==> src/include/fb_macros.svh <==
`ifndef FB_MACROS_SVH
`define FB_MACROS_SVH

// screen size in pixels
`define FB_HRES 32
`define FB_VRES 16

// total pixel count, one depth and one colour entry each
`define FB_NPIX (`FB_HRES * `FB_VRES)

// depth word width
`define FB_DEPTH_W 16

// rgb565 pixels packed into one stream chunk
`define FB_PIX_PER_CHUNK 8

// read latency of depth and colour memories
// registered address plus registered output
`define FB_RD_LAT 2

`endif

==> src/logic/fb_geometry_pkg.sv <==
`default_nettype none

`include "fb_macros.svh"

package fb_geometry_pkg;

  // screen coordinates
  typedef logic [$clog2(`FB_HRES)-1:0] coord_x_t;
  typedef logic [$clog2(`FB_VRES)-1:0] coord_y_t;

  // linear pixel address, x + hres * y
  typedef logic [$clog2(`FB_NPIX)-1:0] pix_addr_t;

  // smaller is closer, all ones is far plane
  typedef logic [`FB_DEPTH_W-1:0] depth_t;

  // depth clear sweep after frame swap or reset
  typedef enum logic [1:0] {
    SWEEP_IDLE,
    SWEEP_DRAIN,
    SWEEP_CLEAR
  } sweep_state_t;

endpackage

`default_nettype wire

==> src/logic/fb_pixel_pkg.sv <==
`default_nettype none

`include "fb_macros.svh"

package fb_pixel_pkg;

  // 5 bits red, 6 green, 5 blue
  typedef logic [15:0] rgb565_t;

  // stream word, pixel i in bits 16i+15 .. 16i
  typedef logic [`FB_PIX_PER_CHUNK*$bits(rgb565_t)-1:0] chunk_t;

  // scanout sequencing
  // read issues eight reads, hold waits for the transfer
  typedef enum logic [1:0] {
    SCAN_IDLE,
    SCAN_READ,
    SCAN_HOLD
  } scan_state_t;

endpackage

`default_nettype wire

==> src/logic/frame_scanout.sv <==
`timescale 1ns/1ps
`default_nettype none

`include "fb_macros.svh"

module frame_scanout
  import fb_geometry_pkg::*;
  import fb_pixel_pkg::*;
(
  input  logic      clk_in,
  input  logic      arst_n,
  input  logic      scan_start,
  input  logic      display_bank,
  output pix_addr_t color_raddr,
  output logic      read_bank,
  input  rgb565_t   color_rdata,
  output logic      chunk_tvalid,
  output chunk_t    chunk_tdata,
  output logic      chunk_tlast,
  input  logic      chunk_tready
);

  localparam int PPC         = `FB_PIX_PER_CHUNK;
  localparam int NCHUNK      = `FB_NPIX / `FB_PIX_PER_CHUNK;
  localparam int ISSUE_W     = $clog2(PPC) + 1;
  localparam int RET_W       = $clog2(PPC);
  localparam int CHUNK_IDX_W = $clog2(NCHUNK);

  scan_state_t            scan_state;
  logic                   bank_q;
  pix_addr_t              rd_addr;
  logic [ISSUE_W-1:0]     issue_cnt;
  logic [RET_W-1:0]       ret_cnt;
  logic [CHUNK_IDX_W-1:0] chunk_idx;

  // one bit per read still inside the colour memory
  logic [`FB_RD_LAT-1:0] inflight;

  logic issue;
  logic ret;
  logic xfer;

  // eight reads per chunk, then stop until it leaves
  assign issue = (scan_state == SCAN_READ) && (issue_cnt < ISSUE_W'(PPC));
  assign ret   = inflight[`FB_RD_LAT-1];
  assign xfer  = chunk_tvalid && chunk_tready;

  assign color_raddr = rd_addr;
  // idle follows the display bank, a scan keeps the latched one
  assign read_bank   = (scan_state == SCAN_IDLE) ? display_bank : bank_q;

  always_ff @(posedge clk_in or negedge arst_n) begin
    if (!arst_n) begin
      scan_state   <= SCAN_IDLE;
      bank_q       <= 1'b0;
      rd_addr      <= '0;
      issue_cnt    <= '0;
      ret_cnt      <= '0;
      chunk_idx    <= '0;
      inflight     <= '0;
      chunk_tvalid <= 1'b0;
      chunk_tlast  <= 1'b0;
    end else begin
      inflight <= {inflight[`FB_RD_LAT-2:0], issue};
      if (issue) begin
        rd_addr   <= rd_addr + 1'b1;
        issue_cnt <= issue_cnt + 1'b1;
      end
      // wraps back to zero after a full chunk
      if (ret) begin
        ret_cnt <= ret_cnt + 1'b1;
      end
      case (scan_state)
        SCAN_IDLE: begin
          if (scan_start) begin
            bank_q     <= display_bank;
            rd_addr    <= '0;
            issue_cnt  <= '0;
            chunk_idx  <= '0;
            scan_state <= SCAN_READ;
          end
        end
        SCAN_READ: begin
          // eighth pixel lands this edge
          if (ret && (ret_cnt == RET_W'(PPC - 1))) begin
            chunk_tvalid <= 1'b1;
            chunk_tlast  <= (chunk_idx == CHUNK_IDX_W'(NCHUNK - 1));
            scan_state   <= SCAN_HOLD;
          end
        end
        SCAN_HOLD: begin
          // address counter parked, chunk held until taken
          if (xfer) begin
            chunk_tvalid <= 1'b0;
            chunk_tlast  <= 1'b0;
            chunk_idx    <= chunk_idx + 1'b1;
            issue_cnt    <= '0;
            scan_state   <= chunk_tlast ? SCAN_IDLE : SCAN_READ;
          end
        end
        default: begin
          scan_state <= SCAN_IDLE;
        end
      endcase
    end
  end

  // shift in from the top
  // first pixel of the group ends in the low bits
  always_ff @(posedge clk_in) begin
    if (ret) begin
      chunk_tdata <= {color_rdata, chunk_tdata[$bits(chunk_t)-1:$bits(rgb565_t)]};
    end
  end

  // stream rule, data frozen while stalled
  a_chunk_stable : assert property (
    @(posedge clk_in) disable iff (!arst_n)
    (chunk_tvalid && !chunk_tready) |=> (chunk_tvalid && $stable(chunk_tdata))
  ) else $error("chunk_tdata changed under back-pressure");

endmodule

`default_nettype wire

==> config.mk <==
export PLATFORM = sky130hd
export DESIGN_NAME = frame_scanout
export DESIGN_NICKNAME = d
export VERILOG_FILES = /design/src/logic/fb_geometry_pkg.sv /design/src/logic/fb_pixel_pkg.sv /design/src/logic/frame_scanout.sv
export VERILOG_INCLUDE_DIRS = /design/src /design/src/include
export SDC_FILE = /design/constraint.sdc
export NUM_CORES = 1
export LEC_CHECK = 0
export ABC_AREA = 0
export BUFFER_PORTS_ARGS = -buffer_cell sky130_fd_sc_hd__buf_2
export CAP_MARGIN = 30
export CORE_ASPECT_RATIO = 1.75
export CORE_MARGIN = 3
export CORE_UTILIZATION = 54
export CTS_CLUSTER_SIZE = 24
export DETAILED_ROUTE_END_ITERATION = 6
export PLACE_DENSITY = 0.93
export SLEW_MARGIN = 20
export SYNTH_ARGS = -nofsm -noshare
export SYNTH_HDL_FRONTEND = slang
export SYNTH_SLANG_ARGS = --single-unit
==> constraint.sdc <==
create_clock -name clk_in -period 11.4 [get_ports clk_in]
set_input_delay 2.28 -clock clk_in [delete_from_list [all_inputs] [get_ports clk_in]]
set_output_delay 2.28 -clock clk_in [all_outputs]
set_load 0.1 [all_outputs]
# Yosys cells after proc, flatten, opt, wreduce, memory -nomap -nowiden
# Index checks and enable logic that the tools add are counted.
dict set report op_classes {
  add_sub_neg 4
  n_reduce_logical 10
  mux 21
  eq_ne 7
  magnitude_cmp 1
}
# op count
set ops {}
lappend ops {{9-bit 2-to-1 mux} 3}
lappend ops {{4-bit 2-to-1 mux} 3}
lappend ops {{6-bit 2-to-1 mux} 2}
lappend ops {{6-bit one-hot mux with 2 select lines} 1}
lappend ops {{9-bit by 1-bit adder with 9-bit output, second input constant} 1}
lappend ops {{3-bit AND reduction} 3}
lappend ops {{4-bit one-hot mux with 2 select lines} 1}
lappend ops {{6-bit by 1-bit adder with 6-bit output, second input constant} 1}
lappend ops {{6-bit == test, second input constant} 1}
lappend ops {{2-bit 2-to-1 mux} 3}
lappend ops {{2-bit one-hot mux with 3 select lines} 1}
lappend ops {{1-bit 2-to-1 mux} 5}
lappend ops {{4-bit by 1-bit adder with 4-bit output, second input constant} 1}
lappend ops {{4-bit less-than comparator, second input constant} 1}
lappend ops {{2-bit inequality test, second input constant} 2}
lappend ops {{1-bit one-hot mux with 2 select lines} 2}
lappend ops {{2-bit nonzero test} 2}
lappend ops {{3-bit by 1-bit adder with 3-bit output, second input constant} 1}
lappend ops {{3-bit == test, second input constant} 1}
lappend ops {{1-bit logical AND} 3}
lappend ops {{2-bit by 1-bit == test with 1-bit output, second input constant} 1}
lappend ops {{2-bit == test, second input constant} 1}
lappend ops {{2-bit logical NOT} 1}
lappend ops {{2-bit by 1-bit inequality test with 1-bit output, second input constant} 1}
lappend ops {{2-bit AND reduction} 1}
dict set report totals {
  reg_bits 157
  inputBits 21
}

# Longest topological paths before layout
# Gate-level depths: netlist of run 1.
dict set report depth {
  depth_word 5
  depth_mapped 5
}

# Least setup slack after synthesis of run 1
# Ideal clock, no wire load.
dict set report synth_path {
  path_kind {input to output}
  from {input display_bank}
  to {output read_bank}
  arrival_time_ps 2973
  path_stages 1
  path_slack_ps 6147
  n_path_buf 0
  path_cell_list {mux2_1}
}
dict set report synth_via {
  elab_chain_len 1
}
# item line_no
set synth_lines {}
lappend synth_lines {{start, declared} frame_scanout.sv:13} ;# input logic display_bank,
lappend synth_lines {{1-bit 2-to-1 mux} frame_scanout.sv:50} ;# assign read_bank = (scan_state == SCAN_IDLE) ? display_bank : bank_q;
lappend synth_lines {{end, declared} frame_scanout.sv:15} ;# output logic read_bank,
# Every way passes these cells.

# Final worst setup path of run 1
# Ends and elaborated chain as after synthesis.

==> flow_summary.json, run 1 <==
{
  "cts_resized": 0,
  "seq_area_mm2": 0.00457,
  "syn_avg_cell_area_um2": 20.4,
  "fin_area_mm2": 0.00677,
  "status": "completed",
  "slew_viol_final": 0,
  "multi_input_area_um2": 657,
  "path_cells": "buf_2, mux2_1, buf_2",
  "rsz0062_at_grt": "false",
  "wl_per_cell_um": 16.9,
  "r2r_end": "chunk_tdata[81]",
  "num_antenna_cells": 0,
  "synth_edf_count": 128,
  "synth_nets": 285,
  "cts-root-buf": "clkbuf_16",
  "grt_max_degree": 90,
  "fin_skew_ps": 8.69,
  "insertion_delay_ps": 400,
  "die_area_mm2": 0.0110,
  "endpoint_kind": "output port",
  "startpoint_type": "primary input",
  "hold_path.class": "flop to flop",
  "place_area_mm2": 0.00621,
  "seq_area_frac_synth_pct": 86.5,
  "async_flop_share_pct": 18.5,
  "slew-limit-headroom_pct": 49.3,
  "firstDrtPassIters": 4,
  "grtUsageTotal_pct": 18.6,
  "dr_total_vias": 2931,
  "portBuffers": 160,
  "fmax_mhz": 191,
  "crit_arrival_ps": 2950,
  "cts_hold_buf": 0,
  "startpoint": "display_bank",
  "yosys_warnings": 0,
  "drive_gt1_share_pct": 44.8,
  "crit_path_max_incr_delay_ps": 290,
  "grt_pass1_wl_um": 15100,
  "rr_worst_depth": 1,
  "tns_ps": 0,
  "slowest_stage": "buf_2",
  "grt_pass1_vias": 2965,
  "drtAntennaViolNets": 0,
  "endpoint": "read_bank",
  "gp_congestion": 0.748,
  "cts_tree": "yes",
  "finalSetupViolCount": 0,
  "clockBufferDepth": 2,
  "path_class": "primary input to output port",
  "crit_fanout": 2,
  "reg2reg_from": "inflight[1]",
  "netlist_instances": 259,
  "reg2reg_slack_ps": 9530,
  "cap_violations": 0,
  "clock-sinks": 157,
  "path_clk_slew_ps": 50,
  "drcViolationCount": 0,
  "start_util_pct": 55.4,
  "antenna_found_initial": 0,
  "fillers": 614,
  "rows": 47,
  "post_cts_buffers": 0,
  "hold_viol_final": 0,
  "vias_per_cell": 5.16,
  "place.detailed.hpwl_um": 6640,
  "io_pins": 161,
  "syn_area_mm2": 0.00528,
  "gr-total-overflow": 0,
  "drtIter0Drc": 171,
  "ys_seq_elements": 157,
  "holdWs_ps": 362,
  "syn_to_final_growth_pct": 28.2,
  "worstPathRequired_ps": 9120,
  "fin_nets": 460,
  "synth_cell_types": 39,
  "cts-htree-levels": 4,
  "die_x_um": 80.8,
  "worstMarginPinSlew_ps": 761,
  "finalCritPeriodShare_pct": 45.9,
  "core_area_mm2": 0.00953,
  "numCtsBuffers": 17,
  "synthFlopType": "edfxtp_1",
  "path_common_cell": "buf_2",
  "die-height_um": 137,
  "finalWirelength_um": 9580,
  "min_period_ps": 5230
}
## worst min-delay path by stage
stage	start	cells past startpoint	end	slack (ps)
floorplan	inflight[0]	0	inflight[1]	330
global placement	inflight[0]	0	inflight[1]	340
detailed placement	inflight[0]	0	inflight[1]	350
CTS	inflight[0]	0	inflight[1]	370
global route	inflight[0]	0	inflight[1]	380
finish	inflight[0]	0	inflight[1]	360
## per-layer routing
layer / routed length (um) / vias to the layer above / track usage (%)
li1: - / 1347 / -
met1: 3620 / 1420 / 22.4
met2: 4810 / 150 / 28.9
met3: 996 / 14 / 8.37
met4: 158 / 0 / 7.89
met5: 0 / - / 0
## cells in the final DEF (no fill, tap or decap), drive strengths merged
cell type and n:
ha 5, o21ai 5, and4bb 1, nand2b 3, buf 161, nand4 1, xnor2 4, nor3 1
nand3b 1, or3b 2, nand2 19, inv 5, o41ai 1, o311ai 1, and4b 1, xor2 1
or4 1, clkinv 7, clkinvlp 3, nor2 6, dfrtp 29, o211ai 1, nor4 2, o31ai 3
nand4b 2, and3b 1, nor3b 1, a21oi 10, edfxtp 128, or3 4, nand3 5, bufinv 2
clkbuf 19, mux2 5, nand4bb 1, mux2i 4
## stage by stage
step / instances / utilization [%] / setup slack, ps
2_1_floorplan: 259 / - / 6150
6_report: 568 / 71.1 / 6170
5_1_grt: 568 / 71.1 / 6140
3_3_place_gp: 537 / 65.2 / 6170
3_5_place_dp: 537 / 65.2 / 6170
4_1_cts: 568 / 71.0 / 6170
## critical path, delay by kind of cell
kind,cells,cell delay [ps]
multiplexers,1,270
buffers and inverters,2,390
## kinds of logic (layout without fill, tap and decap cells)
logic type	Yosys count	after routing	synth area share [%]
simple gates	52	52	6.21
compound gates	21	21	2.39
buf+inv	10	197	1.04
flops	157	157	86.5
fa+ha+maj	5	5	1.18
xor+xnor	5	5	0.829
mux	9	9	1.82
## layout make-up
class / count / share of cell area [%]
Timing Repair Buffer: 161 / 12.0
Multi-Input combinational cell: 92 / 9.70
Clock buffer: 19 / 6.39
Sequential cell: 157 / 67.5
Tap cell: 122 / 2.25
Inverter: 5 / 0.277
Clock inverter: 12 / 1.83
## cells in the mapped netlist (2+ instances only)
library cell  instances  area (um2)
edfxtp_1            128        3840
dfrtp_1              29         726
nand2_1              19        71.3
a21oi_1               9        45.0
nor2_1                6        22.5
ha_1                  5        62.6
nand3_1               5        25.0
inv_1                 4        15.0
mux2_2                4        45.0
mux2i_1               4        40.0
or3_1                 4        25.0
xnor2_1               4        35.0
nand2b_1              3        18.8
o21ai_0               3        15.0
o31ai_1               3        22.5
buf_2                 2        10.0
buf_6                 2        22.5
nand4b_1              2        17.5
o21ai_1               2        10.0
or3b_1                2        17.5
## state kept, by name (all words and copies together), names as in the netlist
register,cells
chunk_tdata,128
color_raddr,9
chunk_idx,6
issue_cnt,4
ret_cnt,3
inflight,2
scan_state,2
bank_q,1
chunk_tlast,1
chunk_tvalid,1
Power of run 1 is left out: the tool's default activity adds up to more than one toggle a clock period on the data nets, which glitch-free logic cannot reach.
==> inputs of run 2 (changes only) <==
Settings changed: CORE_UTILIZATION 54 to 46, PLACE_DENSITY 0.93 to 0.86.
Clock period 11.4 ns to 4.6 ns, I/O delays scaled along.
==> flow_summary.json, run 2 (synthesis gave the netlist of run 1 again) <==
{
  "status": "completed",
  "antenna_found_initial": 0,
  "top_register": "chunk_tdata",
  "fillers": 807,
  "gp_congestion": 0.763,
  "grtUsageTotal_pct": 15.3,
  "grt_pass1_wl_um": 14800,
  "cts-htree-levels": 4,
  "hold_path.class": "flop to flop",
  "start_util_pct": 47.3,
  "reg2reg_from": "scan_state[0]",
  "insertion_delay_ps": 410,
  "clock-sinks": 157,
  "largest_register_ffs": 128,
  "clockBufferDepth": 2,
  "rsz0062_at_grt": "false",
  "cts_tree": "yes",
  "post-place-cells": 548,
  "fin_nets": 461,
  "worstMarginPinSlew_ps": 738,
  "dr_total_vias": 2904,
  "rows": 51,
  "drcViolationCount": 0,
  "die-height_um": 148,
  "syn_to_final_growth_pct": 28.1,
  "drtAntennaViolNets": 0,
  "worstPathRequired_ps": 3680,
  "gr-total-overflow": 0,
  "wl_per_cell_um": 16.3,
  "worst_hold_startpoint": "inflight[0]",
  "slew_viol_final": 0,
  "crit_arrival_ps": 1770,
  "min_period_ps": 2690,
  "finalCritPeriodShare_pct": 58.5,
  "cts_hold_buf": 0,
  "tns_ps": 0,
  "min_to": "inflight[1]",
  "grt_max_degree": 63,
  "path_clk_slew_ps": 60,
  "path_buf_inv": 1,
  "fmax_mhz": 372,
  "post_cts_buffers": 0,
  "endpoint_kind": "output port",
  "slew-limit-headroom_pct": 50.8,
  "numCtsBuffers": 17,
  "utilization_pct": 60.6,
  "die_area_mm2": 0.0129,
  "firstDrtPassIters": 4,
  "grt_pass1_vias": 3003,
  "drtIter0Drc": 143,
  "holdWs_ps": 367,
  "drive_gt1_share_pct": 45.8,
  "crit_fanout": 13,
  "cts-root-buf": "clkbuf_16",
  "startpoint_type": "flop",
  "cap_violations": 0,
  "finalSetupViolCount": 0,
  "portBuffers": 160,
  "crit_path_max_incr_delay_ps": 630,
  "path_cells": "nor2_1, mux2_1, buf_2",
  "slowest_stage": "dfrtp_1",
  "r2r_end": "chunk_idx[5]",
  "layoutNonFillerInstCount": 580,
  "vias_per_cell": 5.01,
  "core_area_mm2": 0.0112,
  "hold_viol_final": 0,
  "num_antenna_cells": 0,
  "whs_path_depth": 0,
  "io_pins": 161,
  "die_x_um": 87.0,
  "path_class": "flop to output port",
  "final_common_cell": "buf_2",
  "place.detailed.hpwl_um": 6650,
  "critPathTopFamily": "flip-flops",
  "cts_resized": 0,
  "rr_worst_depth": 3,
  "finalWirelength_um": 9440,
  "reg2reg_slack_ps": 2700,
  "fin_skew_ps": 7.66,
  "mostFrequentLayoutCells": "160 x buf_2, 128 x edfxtp_1, 28 x dfrtp_1"
}
run 2: cell count changes in the layout (fill, tap and decap cells not counted), sizes merged:
cell / change
inv: +6
buf: +1
clkbuf: -2
bufinv: -2
clkinvlp: -1
run 2: final cells by class:
type	instances	area, um2	share of cell area, %
Tap cell	132	165	2.44
Timing Repair Buffer	162	816	12.1
Clock buffer	17	425	6.29
Sequential cell	157	4570	67.6
Clock inverter	15	113	1.66
Inverter	5	18.8	0.277
Multi-Input combinational cell	92	657	9.71
run 2: worst max-delay path by stage:
stage / from / endpoint / slack, ps / depth (start not counted)
final: scan_state[0] / read_bank / 1910 / 3
after global routing: scan_state[0] / read_bank / 1830 / 3
after CTS: scan_state[0] / read_bank / 1890 / 3
after detailed placement: display_bank / read_bank / 2090 / 3
after global placement: display_bank / read_bank / 2080 / 3
after floorplan: inflight[1] / chunk_tlast / 660 / 2
run 2: worst reg2reg max path: cells and delay by family (launching register included):
kind / cells / cell delay (ps)
and+or+nand+nor: 2 / 1090
DFF: 1 / 550
AOI/OAI and AO/OA: 1 / 170
run 2: layer usage:
| layer | up-vias | track usage (%) | part of all wire (%) |
|---|---|---|---|
| li1 | 1350 | - | - |
| met1 | 1410 | 17.2 | 37 |
| met2 | 134 | 25.0 | 51 |
| met3 | 10 | 7.14 | 10 |
| met4 | 0 | 6.08 | 1.3 |
| met5 | - | 0 | 0 |
run 2: per-stage QoR:
step	instance area, um2	setup WS (ps)
after CTS	6770	1890
after floorplan	5280	664
after global routing	6770	1830
final	6770	1910
after global placement	6230	2080
after detailed placement	6230	2090
Power of run 2 is left out for the same reason.
